<file path="config.mk">
export PLATFORM = sky130hd
export DESIGN_NAME = victim_select
export DESIGN_NICKNAME = d
export VERILOG_FILES = /design/src/common/cache_pkg.sv /design/src/replace/victim_select.sv
export SDC_FILE = /design/constraint.sdc
export NUM_CORES = 1
export LEC_CHECK = 0
export ABC_AREA = 1
export BUFFER_PORTS_ARGS = -buffer_cell sky130_fd_sc_hd__buf_2
export CORE_AREA = 5 5 42 44
export DETAILED_ROUTE_END_ITERATION = 8
export DIE_AREA = 0 0 47 49
export GPL_TIMING_DRIVEN = 0
export SLEW_MARGIN = 10
export SYNTH_ARGS = -nofsm -noshare
export SYNTH_HDL_FRONTEND = slang
export SYNTH_SLANG_ARGS = --single-unit
</file>
<file path="constraint.sdc">
create_clock -name vclk -period 1.29
set_input_delay 0.1935 -clock vclk [all_inputs]
set_output_delay 0.1935 -clock vclk [all_outputs]
set_load 0.1 [all_outputs]
</file>
<file path="src/common/cache_pkg.sv">
package cache_pkg;

	// Cache geometry
	localparam int num_ways = 8;
	localparam int num_sets = 8;
	localparam int block_bytes = 8;
	localparam int addr_w = 32;
	localparam int halt_w = 4;

	// Derived widths
	localparam int way_w = $clog2(num_ways);
	localparam int set_w = $clog2(num_sets);
	localparam int offset_w = $clog2(block_bytes);
	localparam int tag_w = addr_w - halt_w - set_w - offset_w;
	localparam int block_w = block_bytes * 8;

	// Way number and one bit per way
	typedef logic [way_w-1:0] way_t;
	typedef logic [num_ways-1:0] way_mask_t;

	// Byte address as seen on the cache port, most significant field first
	typedef struct packed {
		logic [tag_w-1:0] tag;
		logic [halt_w-1:0] halt_tag;
		logic [set_w-1:0] index;
		logic [offset_w-1:0] offset;
	} cache_addr_t;

	// One way's contents at the indexed set
	typedef struct packed {
		logic valid;
		logic [halt_w-1:0] halt_tag;
		logic [tag_w-1:0] tag;
		logic [block_w-1:0] data;
	} way_entry_t;

endpackage
</file>
<file path="src/replace/victim_select.sv">
`timescale 1ns/1ns

module victim_select
	import cache_pkg::*;
(
	input  way_mask_t entries_valid,
	input  way_t lru_way,
	input  logic hit,
	input  way_t hit_way,
	input  logic read_signal,
	input  logic write_signal,
	output way_mask_t write_mask,
	output logic touch,
	output way_t touch_way
);

	way_t invalid_way;
	logic have_invalid;
	way_t victim_way;
	logic read_hit_access;

	// Lowest-numbered empty way in the set
	always_comb
	begin
		have_invalid = 1'b0;
		invalid_way = '0;
		for (int w = 0; w < num_ways; w++)
		begin
			if (!have_invalid && !entries_valid[w])
			begin
				invalid_way = way_t'(w);
				have_invalid = 1'b1;
			end
		end
	end

	assign victim_way = have_invalid ? invalid_way : lru_way;

	// Both strobes high counts as a read
	assign read_hit_access = read_signal && hit;

	assign touch = read_signal || write_signal;
	assign touch_way = hit ? hit_way : victim_way;

	always_comb
	begin
		write_mask = '0;
		if (touch && !read_hit_access)
		begin
			write_mask[touch_way] = 1'b1;
		end
	end

endmodule

</file>
==> key figures <==
Outcome
  • Status: complete, but fails checks
  • Violated checks: setup timing

Timing
  • Achievable frequency: ~630 MHz
  • Fin. max-slew vios: 0
  • Post-route minimum period: 1.60 ns
  • RSZ-0062 raised after global routing: yes
  • Final worst setup slack: -0.307 ns
  • Worst slew pin tran: 0.490 ns
  • Final TNS setup: -2.66 ns
  • Final Hold Violating Endpoints: 0
  • Worst slew margin: 0.676
  • Finish-stage setup viols: 11
  • Tcrit/Tclk final: 1.24

Routing
  • Initial DRC count: 1
  • Final wirelength: between 1000 and 1500 um
  • Via count: approximately 490
  • Drt drc: 0
  • Routed Antenna Nets: 0
  • Routed len/inst: between 10 and 15 um
  • DRT Pass-1 Iters: 2
  • Routed vias/inst: about 4.4

Power and ir drop
  • PD cells: 468 mW/mm^2
  • LEAKAGE: roughly 0.43 nW
  • Maximum vdd drop: 0.217 mV
  • Power Total: roughly 0.44 mW

Worst setup path
  • CP Cell Sequence: buf_8 > nand2_4 > nor2_4 > nand2_1 > nand2_1 > nand2_1 > nor2_2 > nand2_2 > nand2_8 > nand2_8 > nor2_4 > buf_12
  • Crit path buf inv count: 2
  • CP required: 1.10 ns
  • Slowest CP cell: nor2_4
  • Crit. Startpoint: entries_valid[0]
  • Crit start category: input port
  • Critical path's most frequent cell: nand2_1
  • CP max FO: 4
  • Delay-heaviest family, CP: simple AND/OR/NAND/NOR gates
  • Setup CP Type: input port to primary output
  • Worst Setup End Kind: primary output
  • CP peak stage delay: ~0.18 ns
  • Crit path DAT: ~1.4 ns

Die
  • Site row count: 14
  • Die X: around 47 um
  • Die area: 0.00230 sq mm
  • Boundary Pins: 29
  • Starting Density: 0.223
  • Core ar.: around 0.0014 sq mm
  • Chip height: between 40 and 50 um

Logic synthesis
  • Mapped Nets: 75
  • Mapped cell area: 313 sq um
  • Distinct cells, synth: 16
  • Mapped Cells: 58
  • Top cells by area, synth: nand2_1, nor2_1, nor2_2
  • Syn Area/Cell: 5.39 sq um
  • Area leader, netlist: nand2_1
  • Syn. warnings: 0
  • Sequential share of the synthesized area: 0
  • Synth top area share: 0.216

Placed design
  • I/O Buffers: 29
  • HPWL after DPL: around 860 um
  • Setup WS pre-CTS: -0.679 ns
  • DP Area: between 600 and 700 sq um
  • Final GP Congestion: approximately 0.66

Worst hold path
  • Worst Hold Depth: 4
  • Worst Hold Class: input port to primary output
  • Worst Hold Launch: hit_way[2]
  • Hold Path Sink: touch_way[2]

Layout
  • Antenna Cells: 0
  • Layout area overhead: 204%
  • Nets: around 110
  • CLK BUF: 0
  • Fill count: around 110
  • Sequential cell area: 0 sq um
  • Share of post-route cells with drive strength above 1: 0.798
  • Seq cells: 0
  • Final non-filler cell area: around 950 sq um

Global routing
  • Largest net degree at the start of global routing: 6
  • Initial antenna violation count: 0
  • Vias in the first global route: 449
  • Global-route wire length before repair: 1830 um
  • Congestion Overflow GR: 0
  • Overall Global Routing Usage: 0.100

Run
  • Maxcap violations: 0

Clock tree
  • Hold buffer count at cts: 0
final cells by class:
cell class / instances / area [sq um] / share of cell area
inverter: 8 / 31.3 / 0.0329
multi-input combinational: 50 / 492 / 0.518
tap: 16 / 20.0 / 0.0211
timing repair buffer: 36 / 407 / 0.428
report_power, final:
part / internal (mW) / switching, mW / leakage [nW]
sequential: 0 / 0 / 0
clock: 0 / 0 / 0
combinational: 0.162 / 0.282 / 0.427
Yosys cell counts (2+ instances only):
| cell | n |
|---|---|
| nand2_1 | 18 |
| nor2_1 | 11 |
| inv_1 | 6 |
| nor2_2 | 5 |
| nand2_2 | 4 |
| nand2_4 | 2 |
| nand3_1 | 2 |
| nand3_2 | 2 |
worst max-delay path by stage:
stage / endpoint / slack, ns / cells after the start
final: write_mask[7] / -0.31 / 12
after CTS: write_mask[0] / -0.32 / 10
after detailed placement: write_mask[0] / -0.68 / 10
after floorplan: write_mask[4] / -0.68 / 6
after global routing: write_mask[0] / -0.39 / 10
after global placement: write_mask[0] / -0.67 / 10
what timing repair did:
action,CTS,global route
pin swaps,18,7
setup endpoints to repair,11,11
setup buffers,4,3
gates resized for setup,64,9
per-layer routing:
metal  share of wire  vias to the layer above  GRT usage
li1                -                      250          -
met1            0.32                      218      0.107
met2            0.62                       19      0.210
met3           0.062                        0    0.00369
met4               0                        0          0
met5               0                        -          0
cells in the final DEF, fill, tap and decap left out, types with 4 or more instances in the layout:
cell,instances
buf_2,14
nor2_4,11
nand2_1,11
buf_12,11
buf_4,6
nand2_4,5
nor2_2,5
inv_1,5
nand2_8,4
nand2_2,4
buf_8,4
kinds of logic after synthesis:
group | synth area share
AOI/OAI and AO/OA | 0.0880
buffers and inverters | 0.0960
and+or+nand+nor | 0.816
stage by stage:
stage                     hold slack [ns]   util  instances
after floorplan                     0.675      -         58
after global placement              0.968  0.438        103
after detailed placement            0.975  0.438        103
after CTS                           0.858  0.637        107
after global routing                0.886  0.678        110
final                               0.866  0.678        110
No activity file was read; power rests on OpenSTA's default activity.
