### config.mk
export PLATFORM = sky130hd
export DESIGN_NAME = hit_logic
export DESIGN_NICKNAME = d
export VERILOG_FILES = /design/src/common/cache_pkg.sv /design/src/source/hit_logic.sv
export SDC_FILE = /design/constraint.sdc
export NUM_CORES = 1
export LEC_CHECK = 0
export BUFFER_PORTS_ARGS = -buffer_cell sky130_fd_sc_hd__buf_2
export CELL_PAD_IN_SITES_DETAIL_PLACEMENT = 0
export CELL_PAD_IN_SITES_GLOBAL_PLACEMENT = 1
export CORE_AREA = 2 2 303 305
export DETAILED_ROUTE_END_ITERATION = 12
export DIE_AREA = 0 0 305 307
export PLACE_DENSITY_LB_ADDON = 0.25
export SYNTH_ARGS = -nofsm -noshare
export SYNTH_HDL_FRONTEND = slang
export SYNTH_SLANG_ARGS = --single-unit
### constraint.sdc
create_clock -name vclk -period 3.32
set_input_delay 0.332 -clock vclk [all_inputs]
set_output_delay 0.332 -clock vclk [all_outputs]
set_load 0.01 [all_outputs]
### src/common/cache_pkg.sv
package cache_pkg;

	// Cache geometry
	localparam int num_ways = 8;
	localparam int num_sets = 8;
	localparam int block_bytes = 8;
	localparam int addr_w = 32;
	localparam int halt_w = 4;

	// Derived widths
	localparam int way_w = $clog2(num_ways);
	localparam int set_w = $clog2(num_sets);
	localparam int offset_w = $clog2(block_bytes);
	localparam int tag_w = addr_w - halt_w - set_w - offset_w;
	localparam int block_w = block_bytes * 8;

	// Way number and one bit per way
	typedef logic [way_w-1:0] way_t;
	typedef logic [num_ways-1:0] way_mask_t;

	// Byte address as seen on the cache port, most significant field first
	typedef struct packed {
		logic [tag_w-1:0] tag;
		logic [halt_w-1:0] halt_tag;
		logic [set_w-1:0] index;
		logic [offset_w-1:0] offset;
	} cache_addr_t;

	// One way's contents at the indexed set
	typedef struct packed {
		logic valid;
		logic [halt_w-1:0] halt_tag;
		logic [tag_w-1:0] tag;
		logic [block_w-1:0] data;
	} way_entry_t;

endpackage
### src/source/hit_logic.sv
`timescale 1ns/1ns

module hit_logic
	import cache_pkg::*;
(
	input  way_entry_t entries [num_ways],
	input  logic [tag_w-1:0] addr_tag,
	input  logic [halt_w-1:0] addr_halt,
	input  logic [offset_w-1:0] offset,
	output way_mask_t hit_mask,
	output way_t hit_way,
	output logic hit,
	output logic halt_hit,
	output logic [7:0] read_data
);

	// Ways that survive the halt tag filter
	way_mask_t active;
	logic [block_w-1:0] hit_block;

	// An invalid way or one with a different halt tag is halted
	always_comb
	begin
		for (int w = 0; w < num_ways; w++)
		begin
			active[w] = entries[w].valid && (entries[w].halt_tag == addr_halt);
		end
	end

	// Full tag compare only on the active ways
	always_comb
	begin
		for (int w = 0; w < num_ways; w++)
		begin
			hit_mask[w] = active[w] && (entries[w].tag == addr_tag);
		end
	end

	assign halt_hit = |active;
	assign hit = |hit_mask;

	// At most one way can match, so the first set bit is the hit way
	always_comb
	begin
		hit_way = '0;
		for (int w = num_ways - 1; w >= 0; w--)
		begin
			if (hit_mask[w])
			begin
				hit_way = way_t'(w);
			end
		end
	end

	assign hit_block = entries[hit_way].data;

	always_comb
	begin
		if (hit)
		begin
			read_data = hit_block[{offset, 3'b000} +: 8];
		end
		else
		begin
			read_data = '0;
		end
	end

endmodule

==> results.json <==
{
  "place.gp.congestion": 0.915,
  "p_sw_frac": 0.482,
  "io_buffers": 778,
  "grt_pass1_vias": 14700,
  "switchingPower_mw": 0.756,
  "dp_hpwl_um": 75000,
  "post_drt_wl_per_cell_um": 25.0,
  "nFlopsAndLatches": 0,
  "ys_seq_area_frac": 0,
  "drive_gt1_frac": 0.648,
  "dieHeight_um": 307,
  "p_leak_nw": 7.83,
  "setup.worst_path.start_class": "input port",
  "hold_viol_final": 0,
  "hold_depth": 4,
  "grt.total_usage": 0.168,
  "synthesis.nets": 1896,
  "finalSetupViolations": 8,
  "wl_um": 84400,
  "nets": 2943,
  "synth.area.top_cells": "nor3_1 (16%), xor2_1 (13%), xnor2_1 (11%)",
  "seqPwrFrac": 0,
  "status": "finished with violations",
  "worst_ir_drop_vdd_uv": 69.7,
  "p_comb_frac": 1.000,
  "die_w_um": 305,
  "antenna_found_initial": 24,
  "intPower_mw": 0.812,
  "clkbuf_count": 0,
  "route.detailed.drc": 0,
  "tightestPinTransition_ns": 0.627,
  "p_per_area_mw_per_mm2": 87.6,
  "p_total_mw": 1.57,
  "fillers": 10400,
  "grt_first_pass_wirelength_um": 113000,
  "p_clk_frac": 0,
  "std_cell_rows": 111,
  "final_util": 0.197,
  "worstSetupPathType": "input port to output port",
  "synth.cell_area_mm2": 0.00738,
  "min_period_over_period": 1.30,
  "syn2layout_area_growth_pct": 142,
  "cp-end-kind": "output port",
  "fin_ws_ns": -1.01,
  "fin_setup_tns_ns": -7.43,
  "ios": 778,
  "drt-initial-drc-count": 754,
  "initial_core_util": 0.0814,
  "synth.distinct_cells": 55,
  "violations": "negative setup slack",
  "drtPass1Iterations": 5,
  "yosys-top-cells-count": "nor3_1 (229), xor2_1 (111), nand2_1 (108), xnor2_1 (94), nor4_1 (68)",
  "required_ns": 2.99,
  "min_from": "offset[1]",
  "holdWs_ns": 1.21,
  "syn_inst": 1139,
  "relSlewSlack": 0.580,
  "gr-total-overflow": 0,
  "regArea_um2": 0,
  "min_to": "read_data[7]",
  "netlist.area_leader.share": 0.155,
  "synth_top_cell_by_area": "nor3_1",
  "cp.arrival_ns": 3.99,
  "yosys_warnings": 0,
  "max_freq_mhz": 231,
  "syn_area_per_cell_um2": 6.48,
  "grt_max_degree": 35,
  "slew_viol_final": 0,
  "vias_per_cell": 4.07,
  "grt_setup_unrepaired": "yes",
  "core-area_mm2": 0.0907,
  "period_needed_ns": 4.33,
  "ant_nets": 0,
  "synth.most_common_cell": "nor3_1",
  "via_count": 13700,
  "die_area_mm2": 0.0936,
  "maxCapViolCount": 0,
  "crit_fanout": 4,
  "hold_path_class": "input port to output port"
}
## worst max path at each step
stage | from | end | slack [ns] | depth (start not counted)
floorplan | addr_tag[19] | read_data[6] | -0.1 | 15
global placement | addr_tag[0] | read_data[5] | -2.01 | 17
detailed placement | addr_tag[0] | read_data[0] | -1.97 | 17
CTS | addr_halt[3] | read_data[6] | -1.10 | 21
global route | addr_tag[3] | read_data[2] | -1.13 | 19
finish | addr_tag[6] | read_data[2] | -1.01 | 19
## power groups by stage
stage	Combinational (mW)	Sequential (mW)	Clock, mW
finish	1.57	0	0.000000163
detailed placement	1.41	0	0
floorplan	0.450	0	0
global placement	1.42	0	0
global route	1.67	0	0.0000000403
CTS	1.52	0	0
## routing by layer
metal  global-route usage  wire [um]
met1                0.204      34500
met2                0.318      43800
met3               0.0232       4470
met4               0.0205       1450
met5                    0        184
## worst max-delay path, cell delays in order
cell	delay, ns
buf_6	0.13
buf_12	0.13
xor2_2	0.16
nor2b_1	0.10
or4bb_4	0.50
buf_6	0.14
o311ai_4	0.25
buf_6	0.16
o31ai_4	0.08
buf_12	0.13
or2_4	0.30
buf_6	0.14
buf_6	0.11
nor3_2	0.18
or3_4	0.17
nor2_4	0.05
nor4_4	0.48
o211ai_1	0.21
buf_4	0.20
## layout make-up
class / count / area, um2 / area share
well taps: 1186 / 1480 / 0.0829
repair buffers: 1152 / 7740 / 0.433
multi-input cells: 1020 / 8610 / 0.481
diodes: 4 / 10.0 / 0.000560
inverters: 12 / 45.0 / 0.00252
## cell families after synthesis
| group | count (synthesis) | synth area share |
|---|---|---|
| and+or+nand+nor | 592 | 0.423 |
| xor gates and xnor gates | 205 | 0.243 |
| AOI/OAI and AO/OA | 168 | 0.182 |
| buffers and inverters | 120 | 0.0786 |
| muxes | 54 | 0.0732 |
## layout by cell type, fill, tap and decap left out, drive strengths merged, types with 4 or more instances in the layout
master and instances:
inv 12, diode 4, a22oi 18, o21ai 14, clkbuf 5, or2 4, nor2 35, xor2 111
and4 5, nand2 108, nand4 43, o211ai 9, a31oi 16, nor4b 4, a32oi 28, xnor2 94
nor3 230, nor3b 5, a21oi 7, and3 5, mux2i 54, and2 18, nand3 12, buf 1146
or3 26, o221ai 48, or4 18, nor4 68, nand2b 4, nor2b 4, a221oi 16
## per-stage QoR
stage	worst slack, ns	instance area, um2	instances
finish	-1.01	17900	3374
global route	-1.13	17900	3371
CTS	-1.10	16800	3353
detailed placement	-1.97	15400	3318
global placement	-2.01	15400	3318
floorplan	-0.0972	7810	1139
## repair_timing
item,in CTS,in global routing
cloned,6,4
hold buffers,0,0
setup buffers,32,21
resized for setup,223,173
setup endpoints to repair,10,12
pin swaps,71,86
No activity file was read; power rests on OpenSTA's default activity.
