--- src/common/cache_pkg.sv ---
package cache_pkg;

	// Cache geometry
	localparam int num_ways = 8;
	localparam int num_sets = 8;
	localparam int block_bytes = 8;
	localparam int addr_w = 32;
	localparam int halt_w = 4;

	// Derived widths
	localparam int way_w = $clog2(num_ways);
	localparam int set_w = $clog2(num_sets);
	localparam int offset_w = $clog2(block_bytes);
	localparam int tag_w = addr_w - halt_w - set_w - offset_w;
	localparam int block_w = block_bytes * 8;

	// Way number and one bit per way
	typedef logic [way_w-1:0] way_t;
	typedef logic [num_ways-1:0] way_mask_t;

	// Byte address as seen on the cache port, most significant field first
	typedef struct packed {
		logic [tag_w-1:0] tag;
		logic [halt_w-1:0] halt_tag;
		logic [set_w-1:0] index;
		logic [offset_w-1:0] offset;
	} cache_addr_t;

	// One way's contents at the indexed set
	typedef struct packed {
		logic valid;
		logic [halt_w-1:0] halt_tag;
		logic [tag_w-1:0] tag;
		logic [block_w-1:0] data;
	} way_entry_t;

endpackage
--- src/ways/way_store.sv ---
`timescale 1ns/1ns

module way_store
	import cache_pkg::*;
(
	input  logic clk,
	input  logic reset,
	input  logic [set_w-1:0] index,
	input  logic [offset_w-1:0] offset,
	input  logic write_en,
	input  logic fill,
	input  logic [tag_w-1:0] tag,
	input  logic [halt_w-1:0] halt_tag,
	input  logic [block_w-1:0] write_data,
	input  logic [7:0] write_byte,
	output way_entry_t entry
);

	// One entry per set for this way
	logic [num_sets-1:0] valid_q;
	logic [halt_w-1:0] halt_q [num_sets];
	logic [tag_w-1:0] tag_q [num_sets];
	logic [block_w-1:0] data_q [num_sets];

	logic do_fill;
	logic do_byte;

	assign do_fill = write_en && fill;
	assign do_byte = write_en && !fill;

	// Valid bits are the only state that reset touches
	always_ff @(posedge clk)
	begin
		if (reset)
		begin
			valid_q <= '0;
		end
		else if (do_fill)
		begin
			valid_q[index] <= 1'b1;
		end
	end

	// Tags change only when the block is replaced
	always_ff @(posedge clk)
	begin
		if (do_fill)
		begin
			halt_q[index] <= halt_tag;
			tag_q[index] <= tag;
		end
	end

	// A fill loads the whole block, a write hit patches one byte
	always_ff @(posedge clk)
	begin
		if (do_fill)
		begin
			data_q[index] <= write_data;
		end
		else if (do_byte)
		begin
			data_q[index][{offset, 3'b000} +: 8] <= write_byte;
		end
	end

	assign entry.valid = valid_q[index];
	assign entry.halt_tag = halt_q[index];
	assign entry.tag = tag_q[index];
	assign entry.data = data_q[index];

endmodule

--- config.mk ---
export PLATFORM = sky130hd
export DESIGN_NAME = way_store
export DESIGN_NICKNAME = d
export VERILOG_FILES = /design/src/common/cache_pkg.sv /design/src/ways/way_store.sv
export SDC_FILE = /design/constraint.sdc
export NUM_CORES = 1
export LEC_CHECK = 0
export BUFFER_PORTS_ARGS = -buffer_cell sky130_fd_sc_hd__buf_2
export CORE_MARGIN = 1
export CORE_UTILIZATION = 35
export DETAILED_ROUTE_END_ITERATION = 12
export PLACE_DENSITY = 0.55
export SETUP_SLACK_MARGIN = 0.4
export SYNTH_ARGS = -nofsm -noshare
export SYNTH_HDL_FRONTEND = slang
export SYNTH_SLANG_ARGS = --single-unit
export TNS_END_PERCENT = 50
--- constraint.sdc ---
create_clock -name clk -period 6.2 [get_ports clk]
set_clock_uncertainty 0.1 [all_clocks]
set_input_delay 1.24 -clock clk [delete_from_list [all_inputs] [get_ports clk]]
set_output_delay 1.24 -clock clk [all_outputs]
set_load 0.05 [all_outputs]
==> flow_metrics.env <==
export IMPL_core_area_mm2=0.08224
export IMPL_final_max_slew_viol_count=0
export IMPL_hold_end="valid_q[4]"
export IMPL_synth_simple_area_share_pct=6.607
export IMPL_synth_top_cells_by_area="edfxtp_1 74%, mux4_2 14%, nand2_1 2.4%, mux2_2 2.2%, nand2b_1 2.0%"
export IMPL_dp_hpwl_um=46900
export IMPL_rr_worst_depth=2
export IMPL_end_kind="output port"
export IMPL_period_needed_ps=4699
export IMPL_wl_met2_um=34840
export IMPL_register_area_mm2=0.02178
export IMPL_ir_drop_mv=0.2320
export IMPL_ctsHoldBuffers=0
export IMPL_cp_data_arrival_time_ps=3360
export IMPL_drc=0
export IMPL_synth_top_family_by_area="multiplexers"
export IMPL_routedWlPerCell_um=25.24
export IMPL_muxShareOfSynthArea_pct=16.63
export IMPL_worst_hold_path_type="flip-flop to flip-flop"
export IMPL_power_switching_mw=2.529
export IMPL_ys_warn_count=0
export IMPL_setup_tns_ps=0
export IMPL_multi_input_area_mm2=0.007029
export IMPL_ys_async_sr_fraction_pct=0
export IMPL_routabilityCongestion=0.8341
export IMPL_synth_fa_ha_area_share_pct=0.2574
export IMPL_ys_seq_elements=728
export IMPL_std_cell_rows=105
export IMPL_seq_power_share_pct=50.5
export IMPL_combPwrFrac_pct=7.8
export IMPL_crit_type="input pin to output port"
export IMPL_grt_overflow_total=0
export IMPL_cp_required_ps=4860
export IMPL_io_buffers=198
export IMPL_drive_gt1_share_pct=34.61
export IMPL_dieArea_mm2=0.08449
export IMPL_setup_viol=0
export IMPL_clk_latency_ps=610
export IMPL_drtIter0Drc=895
export IMPL_first_global_vias=14998
export IMPL_r2r_end="valid_q[5]"
export IMPL_numCtsBuffers=79
export IMPL_vias=14432
export IMPL_swShare_pct=23.03
export IMPL_rsz0062_at_grt="false"
export IMPL_clock_fmax_mhz=212.8
export IMPL_p_leak_nw=11.34
export IMPL_pwr_share_clk_pct=41.6
export IMPL_htreeDepth=3
export IMPL_start_util_pct=35.46
export IMPL_grt_start_max_net_pins=96
export IMPL_fin_crit_sh_pct=75.79
export IMPL_power_density_mw_per_mm2=323.1
export IMPL_antenna_found_initial=25
export IMPL_synth_top_area_share_pct=74.13
export IMPL_top_level_ports=199
export IMPL_top_layer="met5"
export IMPL_cap_violations=0
export IMPL_holdPathStages=2
export IMPL_root_buffer="clkbuf_16"
export IMPL_yosysMostFrequentCell="edfxtp_1"
export IMPL_synth_compound_area_share_pct=0.4462
export IMPL_syn_num_nets=1591
export IMPL_die_y_um=290.7
export IMPL_post_cts_setup_buffers=0
export IMPL_grt_pass1_wl_um=103900
export IMPL_p_int_mw=8.456
export IMPL_syn_area_mm2=0.02916
export IMPL_ant_nets=0
export IMPL_relSlewSlack_pct=23.47
export IMPL_met1_length_um=29550
export IMPL_synth_flop_cell="edfxtp_1"
export IMPL_timing_hold_ws_ps=354.9
export IMPL_ys_seq_area_share_pct=74.68
export IMPL_hold_viol=0
export IMPL_outcome="finished, final reports clean"
export IMPL_synthCells=1477
export IMPL_cp_start_kind="input pin"
export IMPL_postSynthAreaPerCell_um2=19.75
export IMPL_reg2reg_setup_slack_ps=5470
export IMPL_routed_wl_um=71930
export IMPL_clk_pin_slew_worst_paths_ps=60
export IMPL_synth_xor_area_share_pct=0
export IMPL_synth_top_area_cell="edfxtp_1"
export IMPL_clkSinkCount=728
export IMPL_synth_edf_count=720
export IMPL_holdCritStartpoint="valid_q[4]"
export IMPL_timing_rr_start="valid_q[5]"
export IMPL_die_w_um=290.7
export IMPL_area_delta_synth_final_pct=16.59
export IMPL_cts_tree="done"
export IMPL_worst_pin_slew_ps=1145
export IMPL_firstDrtPassIters=5
export IMPL_cp_max_fo=81
export IMPL_n_fill_cell=7349
export IMPL_viasPerCell=5.064
export IMPL_dr_wl_met3_um=5390
export IMPL_yosys_cell_types_count=36
export IMPL_clock_path_buffers=3
export IMPL_fin_nets=1821
export IMPL_track_usage_pct=17.09
export IMPL_cts_repair_resized=0
export IMPL_yosys_top_cells_count="720 x edfxtp_1, 184 x nand2_1, 182 x mux4_2, 92 x nand2b_1, 73 x nor2_1"
## final cells by class
type	instances	share of cell area, %
Sequential cell	728	64.05
Multi-Input combinational cell	668	20.67
Clock buffer	96	6.090
Tap cell	1070	3.937
Timing Repair Buffer	223	3.724
Clock inverter	49	1.380
Inverter	7	0.07727
Antenna cell	9	0.06623
## placed cells by master, fill, tap and decap left out, types with 5 or more instances in the layout
cell type and instances:
inv_1 6, and2_1 25, dfxtp_1 8, mux4_2 182, buf_2 195, clkinv_1 14
buf_4 20, bufinv_16 6, buf_12 5, nand2b_1 92, a41oi_1 5, nor2_1 66
nor2_4 6, mux2_4 8, clkinv_2 15, ha_1 6, o21ba_2 6, mux2_2 56
edfxtp_1 720, nand2_1 184, clkbuf_1 14, diode_2 9, clkbuf_16 79
## how the worst max path moves through the flow
stage | start | slack, ps | cells past startpoint | to
floorplan | index[2] | 2240 | 7 | entry[10]
global placement | index[0] | 1430 | 6 | entry[30]
detailed placement | index[0] | 1420 | 6 | entry[30]
CTS | index[0] | 1410 | 6 | entry[30]
global route | index[0] | 1290 | 6 | entry[30]
finish | index[0] | 1500 | 6 | entry[30]
## critical path: stages
cell	delay (ps)
buf_8	680
buf_12	360
mux4_2	540
nand2_1	80
nand2_1	110
buf_2	230
## metal layers
layer	GRT usage, %	vias to the layer above
met4	5.962	26
met1	21.89	7545
li1	-	6323
met2	27.73	407
met3	4.933	131
met5	0	-
## state kept, by name, indices dropped and copies added, names as in the netlist
| name | count |
|---|---|
| valid_q | 8 |
| tag_q | 176 |
| halt_q | 32 |
| data_q | 512 |
## power by group through the flow
stage	logic [mW]	clock network (mW)	registers, mW
after detailed placement	0.878	0	5.66
after global placement	0.869	0	5.65
after global routing	0.922	4.86	5.56
final	0.860	4.57	5.55
after floorplan	0.586	0	5.65
after CTS	0.881	4.68	5.55
## per-stage QoR
stage	utilization (%)	cells	worst slack (ps)	instance area, um^2	total power, mW
2_1_floorplan	-	1477	2242	29160	6.231
3_3_place_gp	38.23	2696	1427	31440	6.518
3_5_place_dp	38.23	2696	1419	31440	6.534
4_1_cts	41.32	2841	1415	33980	11.11
5_1_grt	41.33	2846	1289	33990	11.34
6_report	41.35	2850	1501	34000	10.99
## kinds of logic after synthesis
logic type,after synthesis
flip-flops,728
adder cells (fa/ha/maj),6
AND/OR/NAND/NOR,400
multiplexers,246
AO/OA/AOI/OAI,16
buffers and inverters,81
(Power assumes the default switching activity.)
