### src/common/cache_pkg.sv
package cache_pkg;

	// Cache geometry
	localparam int num_ways = 8;
	localparam int num_sets = 8;
	localparam int block_bytes = 8;
	localparam int addr_w = 32;
	localparam int halt_w = 4;

	// Derived widths
	localparam int way_w = $clog2(num_ways);
	localparam int set_w = $clog2(num_sets);
	localparam int offset_w = $clog2(block_bytes);
	localparam int tag_w = addr_w - halt_w - set_w - offset_w;
	localparam int block_w = block_bytes * 8;

	// Way number and one bit per way
	typedef logic [way_w-1:0] way_t;
	typedef logic [num_ways-1:0] way_mask_t;

	// Byte address as seen on the cache port, most significant field first
	typedef struct packed {
		logic [tag_w-1:0] tag;
		logic [halt_w-1:0] halt_tag;
		logic [set_w-1:0] index;
		logic [offset_w-1:0] offset;
	} cache_addr_t;

	// One way's contents at the indexed set
	typedef struct packed {
		logic valid;
		logic [halt_w-1:0] halt_tag;
		logic [tag_w-1:0] tag;
		logic [block_w-1:0] data;
	} way_entry_t;

endpackage
### src/replace/lru_matrix.sv
`timescale 1ns/1ns

module lru_matrix
	import cache_pkg::*;
(
	input  logic clk,
	input  logic reset,
	input  logic [set_w-1:0] index,
	input  logic touch,
	input  way_t touch_way,
	output way_t lru_way
);

	// Bit c of row r is set when way r was used after way c
	logic [num_ways-1:0] mat_q [num_sets][num_ways];
	logic [num_ways-1:0] cur_rows [num_ways];
	logic [num_ways-1:0] next_rows [num_ways];
	way_mask_t row_empty;

	always_comb
	begin
		for (int r = 0; r < num_ways; r++)
		begin
			cur_rows[r] = mat_q[index][r];
			row_empty[r] = (cur_rows[r] == '0);
		end
	end

	// Set the touched row, then clear the touched column in every row
	always_comb
	begin
		for (int r = 0; r < num_ways; r++)
		begin
			if (way_t'(r) == touch_way)
			begin
				next_rows[r] = '1;
			end
			else
			begin
				next_rows[r] = cur_rows[r];
			end
			next_rows[r][touch_way] = 1'b0;
		end
	end

	// The lowest way with an empty row is the least recently used
	always_comb
	begin
		logic found;
		found = 1'b0;
		lru_way = '0;
		for (int r = 0; r < num_ways; r++)
		begin
			if (!found && row_empty[r])
			begin
				lru_way = way_t'(r);
				found = 1'b1;
			end
		end
	end

	always_ff @(posedge clk)
	begin
		if (reset)
		begin
			for (int s = 0; s < num_sets; s++)
			begin
				for (int r = 0; r < num_ways; r++)
				begin
					mat_q[s][r] <= '0;
				end
			end
		end
		else if (touch)
		begin
			for (int r = 0; r < num_ways; r++)
			begin
				mat_q[index][r] <= next_rows[r];
			end
		end
	end

endmodule

### config.mk
export PLATFORM = sky130hd
export DESIGN_NAME = lru_matrix
export DESIGN_NICKNAME = d
export VERILOG_FILES = /design/src/common/cache_pkg.sv /design/src/replace/lru_matrix.sv
export SDC_FILE = /design/constraint.sdc
export NUM_CORES = 1
export LEC_CHECK = 0
export BUFFER_PORTS_ARGS = -buffer_cell sky130_fd_sc_hd__buf_4
export CORE_AREA = 2 2 162 323
export CTS_CLUSTER_DIAMETER = 100
export CTS_CLUSTER_SIZE = 20
export DETAILED_ROUTE_END_ITERATION = 10
export DIE_AREA = 0 0 164 325
export GPL_TIMING_DRIVEN = 0
export PLACE_DENSITY = 0.55
export SLEW_MARGIN = 20
export SYNTH_ARGS = -nofsm -noshare
export SYNTH_HDL_FRONTEND = slang
export SYNTH_SLANG_ARGS = --single-unit
### constraint.sdc
create_clock -name clk -period 5.3 [get_ports clk]
set_input_delay 1.06 -clock clk [delete_from_list [all_inputs] [get_ports clk]]
set_output_delay 1.06 -clock clk [all_outputs]
set_load 0.01 [all_outputs]
==> run_results.csv, run 1 <==
group,metric,value,unit
timing,relSlewSlack,0.1745,
grt,grt_max_degree,36,
yosys,synth_flop_cell,"edfxtp_1",
critical_path,cp-start-kind,"primary input",
floorplan,die_w,164,µm
timing,slew_viol_final,0,
routing,highest_layer,"met5",
routing,drtAntennaViolNets,0,
timing,skew,0.01370,ns
critical_path,max_stage_delay,0.41,ns
timing,setup_violations,0,
grt,grt_pass1_wl,110.6,mm
yosys,ys_types,62,
floorplan,initial_core_util,0.4465,
critical_path,cp.arrival,4.18,ns
placement,dp_hpwl,51.54,mm
yosys,syn_inst,1693,
final_layout,filler_cell_count,4474,
routing,wirelength,78.61,mm
grt,grt_pass1_vias,15140,
grt,grt-ovfl-total,0,
clock_network,cts_tree,"done",
critical_path,worstSetupEndpointType,"primary output",
floorplan,coreArea,50800,µm²
routing,wl_per_cell,32.81,µm
final_layout,drive_gt1_frac,0.1327,
clock_network,clk_pin_slew,0.09,ns
timing,tightest_slew,1.238,ns
min_path,hold_path_class,"flop to flop",
critical_path,crit_buf_inv,5,
timing,rsz0062_at_grt,"no",
clock_network,cts_buffers,29,
final_layout,largest_register_ffs,512,
final_layout,reg_top3,"mat_q (512)",
clock_network,cts_sinks,512,
critical_path,critical-path-top-delay-family,"buffers and inverters",
floorplan,num_rows,117,
timing,final.setup.tns,0,ns
final_layout,most-common-layout-cells,"549 x nor2_1, 512 x edfxtp_1, 98 x nand2_1, 69 x mux4_2, 53 x clkbuf_1",
yosys,ys_top_cells_by_area,"edfxtp_1 68%, nor2_1 9.1%, mux4_2 6.9%, mux2i_1 2.2%, mux2_2 1.9%",
timing,final_hold_viol_count,0,
routing,drc,0,
floorplan,die_area,53300,µm²
yosys,yosys.area.top_type,"edfxtp_1",
placement,place_ws,-0.9157,ns
final_layout,layout.cells.non_filler,2396,
critical_path,worst_path_most_repeated_cell,"buf_4",
power_and_ir_drop,report.power.total,7.919,mW
clock_network,cts_max_path_buffers,3,
final_layout,largest_register,"mat_q",
critical_path,cp.required,4.24,ns
routing,vias_per_cell,6.165,
placement,place.gp.congestion,0.9202,
power_and_ir_drop,power_density,319.9,nW/µm²
floorplan,ios,12,
yosys,synth_edf_count,512,
yosys,ys_async_sr_fraction,0,
timing,period_share,0.9889,
power_and_ir_drop,leakagePower,8.738,nW
final_layout,synthToLayoutAreaGrowth,9.142,%
routing,drt_pass1_iterations,6,
clock_network,insertion_delay,0.61,ns
yosys,synth-seq-area-share,0.6779,
floorplan,die_y,325,µm
placement,port_buffers,9,
final_layout,nNetsFinal,1751,
clock_network,hold_buffers,0,
yosys,ys_ff_latch,512,
routing,wl_met1,26.66,mm
critical_path,crit_path_cell_trace,"buf_4, buf_4, buf_6, buf_4, mux4_2, mux2i_2, nand4_1, nor4_1, nand3_1, o21a_1, o31ai_2, buf_4",
yosys,syn_area_per_cell,13.40,µm²
routing,wl_met3,5.486,mm
critical_path,crit_type,"primary input to primary output",
routing,num_vias,14770,
clock_network,h-tree-depth,1,
routing,drt_iter0_drc,1417,
grt,antenna_found_initial,1,
yosys,syn-num-nets,1702,
critical_path,reg2reg_from,"mat_q[4][8]",
timing,layout_setup_ws,0.05907,ns
grt,grt_use_total,0.2993,
clock_network,root_buffer,"clkbuf_16",
job,drv_cap,0,
yosys,synth_area,22680,µm²
critical_path,crit_start,"index[2]",
routing,met2_length,40.62,mm
yosys,synth_top_area_share,0.6779,
timing,max_freq,190.8,MHz
status,status,"finished, final reports clean",
timing,period_needed,5.241,ns
yosys,synth_warnings,0,
final_layout,utilization,0.4873,
critical_path,worst-path-max-fanout,10,
min_path,hp-start,"mat_q[5][8]",
final_layout,layout_commonest_cell,"nor2_1",
critical_path,slowest_stage,"o31ai_2",
placement,dp.cells,2365,
power_and_ir_drop,vdd_ir_drop_max,0.2337,mV
## metrics by stage
| step | instance area, µm² | hold WS, ns |
|---|---|---|
| floorplan | 22680 | 0.7797 |
| global placement | 23570 | 0.8665 |
| detailed placement | 23850 | 0.8760 |
| CTS | 24730 | 0.8975 |
| global route | 24750 | 0.9477 |
| finish | 24750 | 0.9159 |
## cell families after synthesis
family	synth area share
AO/OA/AOI/OAI	0.05048
multiplexers	0.1170
AND/OR/NAND/NOR	0.1288
flip-flops	0.6779
buffers and inverters	0.02587
## cell usage after synthesis (3+ instances only)
master	number
mux2i_1	49
a221o_1	13
a22oi_1	26
o21ai_0	12
clkbuf_1	59
a31oi_1	8
a21o_1	4
nor2_1	551
a221oi_1	16
nand2b_1	19
nor3b_1	3
o2bb2ai_1	3
o21a_1	5
and3_1	4
a21oi_1	26
o21ai_1	20
buf_6	3
or4_1	3
mux2_2	39
and2_1	5
nand2_1	98
a22o_1	5
buf_4	10
mux4_1	6
nand3_1	9
o211ai_1	3
buf_2	27
o22ai_1	7
edfxtp_1	512
nand4_1	4
mux4_2	69
nor2b_1	11
buf_1	27
## layout make-up
cell class | count | area [µm²] | share of cell area
clock inverter | 1 | 8.758 | 0.0003538
timing repair buffer | 20 | 307.8 | 0.01243
buffer | 125 | 669.4 | 0.02704
antenna | 1 | 2.502 | 0.0001011
clock buffer | 29 | 725.7 | 0.02932
multi-input combinational | 1050 | 6830 | 0.2759
tap | 654 | 818.3 | 0.03306
sequential | 512 | 15370 | 0.6211
inverter | 4 | 15.01 | 0.0006066
## report_power, final
group | leakage, nW | total (mW) | switching (mW) | internal [mW]
clock | 0.362 | 2.29 | 1.31 | 0.974
combinational | 3.07 | 0.961 | 0.675 | 0.286
sequential | 5.31 | 4.67 | 0.0445 | 4.63
total | 8.74 | 7.92 | 2.03 | 5.89
## path summary, 6_finish.rpt
check,to,cells after the start,slack (ns)
worst max-delay path,lru_way[0],12,0.06
worst min register to register,mat_q[5][8],4,0.92
worst min-delay path,mat_q[5][8],4,0.92
worst max register to register,mat_q[3][8],6,2.87
## repair_timing
item | CTS | global route
resized for setup | 43 | 13
endpoints found under the hold margin | 0 | 0
buffers inserted | 2 | 0
setup endpoints to repair | 3 | 3
pin swaps | 2 | 0
## metal layers
| metal | track usage | vias up |
|---|---|---|
| li1 | - | 6263 |
| met1 | 0.3367 | 7557 |
| met2 | 0.5223 | 736 |
| met3 | 0.04616 | 214 |
| met4 | 0.1903 | 2 |
| met5 | 0 | - |
## worst register-to-register path, delay by kind of cell, from the launching register on
family	cells	cell delay, ns
AO/OA/AOI/OAI	3	1.29
flip-flops	1	0.39
multiplexers	1	0.30
AND/OR/NAND/NOR	2	0.19
(Power assumes the default switching activity.)
==> run 2, diff against run 1 <==
- CORE_AREA: 2 2 162 323 -> 10 10 170 331
- DIE_AREA: 0 0 164 325 -> 0 0 180 341
- RECOVER_POWER: unset -> 50
==> run 2 against run 1 <==
Against the previous run:
- the run now ends with max-capacitance violations, max-slew violations left
- clock power about the same
- power decreased by 0.26%
- core utilization decreased by 0.21 points
- largest cell class unchanged
- sequential share of layout area increased by 0.27 points
- global-route usage decreased by 4.5 points
==> run_results.csv, run 2 (synthesized netlist as in run 1, its figures left out) <==
group,metric,value,unit
timing,setup_violations,0,
routing,drtAntennaViolNets,0,
placement,dp_hpwl,52.43,mm
power_and_ir_drop,share_comb_of_total_power,0.121,
timing,rsz0062_at_grt,"no",
critical_path,worst-path-max-fanout,10,
final_layout,reg_top3,"mat_q (512)",
timing,relSlewSlack,-0.3964,
timing,max_freq,189.8,MHz
clock_network,insertion_delay,0.62,ns
grt,grt_use_total,0.2542,
power_and_ir_drop,leakagePower,8.688,nW
final_layout,layout.cells.non_filler,2396,
timing,slew_viol_final,61,
floorplan,num_rows,117,
final_layout,layout_commonest_cell,"nor2_1",
final_layout,most-common-layout-cells,"549 x nor2_1, 512 x edfxtp_1, 98 x nand2_1, 69 x mux4_2, 58 x clkbuf_1",
placement,place.gp.congestion,0.9339,
clock_network,cts_tree,"done",
grt,grt_pass1_wl,112.4,mm
final_layout,finalInstanceArea,24650,µm²
routing,drc,0,
final_layout,largest_register,"mat_q",
critical_path,cp-start-kind,"primary input",
grt,antenna_found_initial,2,
final_layout,n_antenna_cell,0,
routing,drt_iter0_drc,1876,
final_layout,nNetsFinal,1752,
floorplan,coreArea,50800,µm²
status,status,"complete, but fails checks",
floorplan,initial_core_util,0.4465,
timing,layout_setup_ws,0.03155,ns
grt,grt_max_degree,39,
routing,wirelength,79.79,mm
timing,hold-worst-slack,0.9650,ns
timing,period_share,0.9940,
critical_path,crit_type,"primary input to primary output",
grt,grt-ovfl-total,0,
clock_network,cts_buffers,29,
final_layout,filler_cell_count,4473,
job,drv_cap,2,
power_and_ir_drop,swShare,0.2556,
clock_network,root_buffer,"clkbuf_16",
power_and_ir_drop,power_density,320.5,nW/µm²
routing,vias_per_cell,6.258,
power_and_ir_drop,vdd_ir_drop_max,0.2054,mV
final_layout,drive_gt1_frac,0.1303,
timing,final.setup.tns,0,ns
clock_network,h-tree-depth,1,
routing,wl_per_cell,33.30,µm
floorplan,die_w,180,µm
floorplan,die_area,61380,µm²
final_layout,synthToLayoutAreaGrowth,8.672,%
critical_path,cp.arrival,4.21,ns
timing,final_hold_viol_count,0,
placement,place_ws,-0.9575,ns
timing,period_needed,5.268,ns
status,violations,"max-capacitance violations, max-slew violations",
timing,tightest_slew,2.095,ns
floorplan,die_y,341,µm
final_layout,largest_register_ffs,512,
placement,placed_cell_area,23870,µm²
critical_path,cp.required,4.24,ns
grt,grt_pass1_vias,15490,
power_and_ir_drop,p_sw,2.019,mW
critical_path,worstSetupEndpointType,"primary output",
placement,dp.cells,2366,
clock_network,clk_pin_slew,0.09,ns
min_path,hold_path_class,"flop to flop",
power_and_ir_drop,power.internal,5.879,mW
power_and_ir_drop,pwr-share-seq,0.592,
power_and_ir_drop,p_clk_frac,0.287,
clock_network,cts_sinks,512,
routing,drt_pass1_iterations,6,
floorplan,ios,12,
clock_network,hold_buffers,0,
placement,port_buffers,9,
clock_network,cts_max_path_buffers,3,
routing,num_vias,15000,
timing,skew,0.01944,ns
-- run 2: cell count changes in the layout (fill, tap and decap cells not counted), moves of 4 or more --
cell,delta
o21ai_0,+10
o21ai_1,-11
clkbuf_2,+4
clkbuf_1,+5
nand2b_4,-4
-- run 2: power groups by stage --
stage	clock network, mW	registers, mW	logic (mW)
2_1_floorplan	0	4.76	0.554
3_3_place_gp	0	4.79	0.901
3_5_place_dp	0	4.77	0.939
4_1_cts	2.28	4.67	0.954
5_1_grt	2.39	4.69	0.998
6_report	2.27	4.68	0.954
-- run 2: repair_timing --
item / 4_1_cts / 5_1_grt
cloned: 0 / 0
setup buffers: 1 / 0
resized for setup: 41 / 18
endpoints found under the setup margin: 3 / 3
pin swaps: 1 / 0
-- run 2: final timing paths --
kind          startpoint          end  slack (ns)  cells past startpoint
max             index[0]   lru_way[0]        0.03                     12
min          mat_q[5][8]  mat_q[0][8]        0.97                      4
max reg2reg  mat_q[4][8]  mat_q[2][8]        2.75                      6
min reg2reg  mat_q[5][8]  mat_q[0][8]        0.97                      4
-- run 2: critical path, stage by stage --
cell and delay (ns):
buf_4 0.15, buf_4 0.22, buf_4 0.26, nor2_1 0.16
buf_2 0.39, a22oi_1 0.19, o21ai_2 0.20, nand3_1 0.22
or4_1 0.65, o21a_1 0.17, o31ai_2 0.31, buf_4 0.19
-- run 2: routing by layer --
metal,part of all wire,global-route usage
met5,0.00011,0
met3,0.070,0.02703
met4,0.071,0.1658
met1,0.34,0.2778
met2,0.52,0.4589
-- run 2: layout make-up --
type / count / area (µm²) / area share
flip-flops and latches: 512 / 15370 / 0.6238
inverters: 4 / 15.01 / 0.0006092
multi-input cells: 1050 / 6804 / 0.2761
well taps: 654 / 818.3 / 0.03320
repair buffers: 20 / 236.5 / 0.009595
clock buffers: 29 / 725.7 / 0.02944
plain buffers: 126 / 663.1 / 0.02691
clock inverters: 1 / 8.758 / 0.0003554
-- run 2: through the flow --
stage / total power [mW] / utilization
after detailed placement: 5.705 / 0.4700
after floorplan: 5.312 / -
after CTS: 7.907 / 0.4866
after global placement: 5.686 / 0.4639
after global routing: 8.083 / 0.4852
final: 7.898 / 0.4852
==> run 3, diff against run 2 <==
- ABC_AREA: unset -> 1
- BUFFER_PORTS_ARGS: -buffer_cell sky130_fd_sc_hd__buf_4 -> -buffer_cell sky130_fd_sc_hd__buf_2
- CORE_AREA: 10 10 170 331 -> 10 10 173 336
- DIE_AREA: 0 0 180 341 -> 0 0 183 346
==> run 3 against run 2 <==
Against the previous run:
- the run now ends clean
- cell count is 34% higher
- fmax is 5.6% higher
- register-to-register slack better by 0.53 ns
- clock skew is 0.0042 ns lower
- count of clock-buffer cells in the layout stayed put
- combinational power is 5.1% lower
- first-iteration DRC count is 15% lower
- sequential cell count stayed put
- sequential share of layout area is 1.7 points lower
- global-route usage is 0.95 points lower
==> run_results.csv, run 3 <==
group,metric,value,unit
status,status,"finished, final reports clean",
power_and_ir_drop,leakagePower,10.17,nW
yosys,ys_ff_latch,512,
floorplan,die_area,63320,µm²
final_layout,layout_commonest_cell,"nand2_1",
yosys,synth_area,23450,µm²
floorplan,die_y,346,µm
clock_network,root_buffer,"clkbuf_16",
yosys,syn_area_per_cell,9.397,µm²
yosys,synth_warnings,0,
final_layout,reg_top3,"mat_q (512)",
critical_path,cp.arrival,3.93,ns
routing,wirelength,78.78,mm
critical_path,crit_start,"index[2]",
floorplan,initial_core_util,0.4448,
floorplan,ios,12,
routing,drt_iter0_drc,1588,
yosys,ys_async_sr_fraction,0,
yosys,syn-num-nets,2504,
timing,period_share,0.9412,
job,drv_cap,0,
final_layout,drive_gt1_frac,0.05658,
clock_network,cts_max_path_buffers,3,
floorplan,num_rows,119,
yosys,syn_inst,2495,
critical_path,crit_buf_inv,5,
min_path,hold_path_class,"flop to flop",
critical_path,crit_type,"primary input to primary output",
yosys,yosys.area.top_type,"edfxtp_1",
routing,vias_per_cell,5.550,
critical_path,slowest_stage,"inv_1",
timing,relSlewSlack,0.3293,
timing,final_hold_viol_count,0,
min_path,holdPathStages,4,
yosys,ys_types,26,
clock_network,post_cts_buffers,0,
critical_path,critical-path-top-delay-family,"simple AND/OR/NAND/NOR gates",
routing,drc,0,
clock_network,insertion_delay,0.60,ns
critical_path,reg2reg_to,"mat_q[6][5]",
final_layout,largest_register,"mat_q",
critical_path,max_stage_delay,0.37,ns
final_layout,synthToLayoutAreaGrowth,8.005,%
final_layout,nNetsFinal,2555,
critical_path,rr_worst_depth,6,
clock_network,clk_pin_slew,0.08,ns
timing,max_freq,200.5,MHz
critical_path,r2r_setup_slack,3.28,ns
final_layout,largest_register_ffs,512,
routing,wl_per_cell,24.54,µm
placement,place.gp.congestion,0.8578,
grt,grt-ovfl-total,0,
yosys,synth_edf_count,512,
timing,setup_violations,0,
yosys,synth_flop_cell,"edfxtp_1",
grt,grt_pass1_wl,114.2,mm
critical_path,cp-start-kind,"primary input",
timing,slew_viol_final,0,
yosys,synth-seq-area-share,0.6557,
grt,grt_pass1_vias,17430,
final_layout,utilization,0.4804,
grt,antenna_found_initial,0,
clock_network,cts_sinks,512,
yosys,synth_common_cells,"845 x nand2_1, 613 x nor2_1, 512 x edfxtp_1",
critical_path,crit_path_cell_trace,"buf_2, inv_1, nor2_4, nand2_1, inv_1, buf_2, nand2_1, nand2_1, a21oi_1, nand4_1, nor2_1, nand2_1, nor2_1, nor2_1, nand2_1, nand2_1, buf_2",
min_path,hold_path_end,"mat_q[3][9]",
clock_network,h-tree-depth,1,
critical_path,worst_path_most_repeated_cell,"nand2_1",
critical_path,worst-path-max-fanout,10,
clock_network,cts_buffers,29,
critical_path,reg2reg_from,"mat_q[1][5]",
floorplan,coreArea,52710,µm²
routing,drtAntennaViolNets,0,
routing,num_vias,17820,
timing,rsz0062_at_grt,"no",
placement,dp_hpwl,51.22,mm
yosys,ys_top_cells_by_area,"edfxtp_1 66%, nand2_1 14%, nor2_1 9.8%, inv_1 1.8%, a21oi_1 1.7%",
timing,tightest_slew,0.9955,ns
timing,skew,0.01529,ns
routing,drt_pass1_iterations,5,
grt,grt_max_degree,40,
critical_path,worstSetupEndpointType,"primary output",
min_path,hp-start,"mat_q[7][9]",
floorplan,die_w,183,µm
yosys,yosysMostFrequentCell,"nand2_1",
timing,period_needed,4.988,ns
placement,port_buffers,10,
grt,grt_use_total,0.2448,
clock_network,cts_tree,"done",
clock_network,ctsResizeCount,0,
timing,final.setup.tns,0,ns
final_layout,most-common-layout-cells,"837 x nand2_1, 613 x nor2_1, 512 x edfxtp_1, 121 x inv_1, 80 x a21oi_1",
yosys,synth_top_area_share,0.6557,
clock_network,hold_buffers,0,
power_and_ir_drop,vdd_ir_drop_max,0.2630,mV
final_layout,n_antenna_cell,0,
critical_path,cp.required,4.24,ns
power_and_ir_drop,power_density,310.0,nW/µm²
## run 3: how the worst max path moves through the flow
stage                        end  cells after the start
floorplan            mat_q[6][0]                     10
detailed placement  mat_q[1][17]                     11
global route          lru_way[1]                     16
CTS                   lru_way[0]                     17
finish                lru_way[0]                     17
global placement    mat_q[1][17]                     10
## run 3: power breakdown
part | internal, mW | total [mW] | switching, mW
registers | 4.62 | 4.67 | 0.0452
clock network | 0.975 | 2.28 | 1.30
logic | 0.202 | 0.905 | 0.703
## run 3: layer usage
layer / global-route usage / vias to the layer above / share of wire
li1: - / 8156 / -
met1: 0.2771 / 8704 / 0.36
met2: 0.4434 / 743 / 0.53
met3: 0.02402 / 212 / 0.059
met4: 0.1278 / 0 / 0.057
met5: 0 / - / 0
## run 3: worst min-delay path, stage by stage, from the launching register on
cell      delay [ns]
edfxtp_1        0.33
a21oi_1         0.06
nand3_1         0.09
a21oi_1         0.19
nor2_1          0.13
## run 3: per-stage QoR
step	total power, mW	setup WS, ns	cell area, µm²	cells	hold WS [ns]
after floorplan	5.293	1.182	23450	2495	0.7250
after global placement	5.648	-2.245	24330	3170	0.7858
after detailed placement	5.664	0.07200	24600	3179	0.8130
final	7.851	0.3116	25320	3210	0.9213
after global routing	8.087	0.2193	25320	3210	1.014
after CTS	7.869	0.5638	25330	3209	0.8393
## run 3: cell families after synthesis
family,synth area share
simple gates,0.2569
buf+inv,0.04755
compound gates,0.03981
flops,0.6557
## run 3: cell type report
cell class	count	area, µm²
Buffer	136	641.9
Clock buffer	29	725.7
Clock inverter	1	8.758
Fill cell	5121	27390
Inverter	124	465.4
Multi-Input combinational cell	1723	7005
Sequential cell	512	15370
Tap cell	665	832.0
Timing Repair Buffer	20	269.0
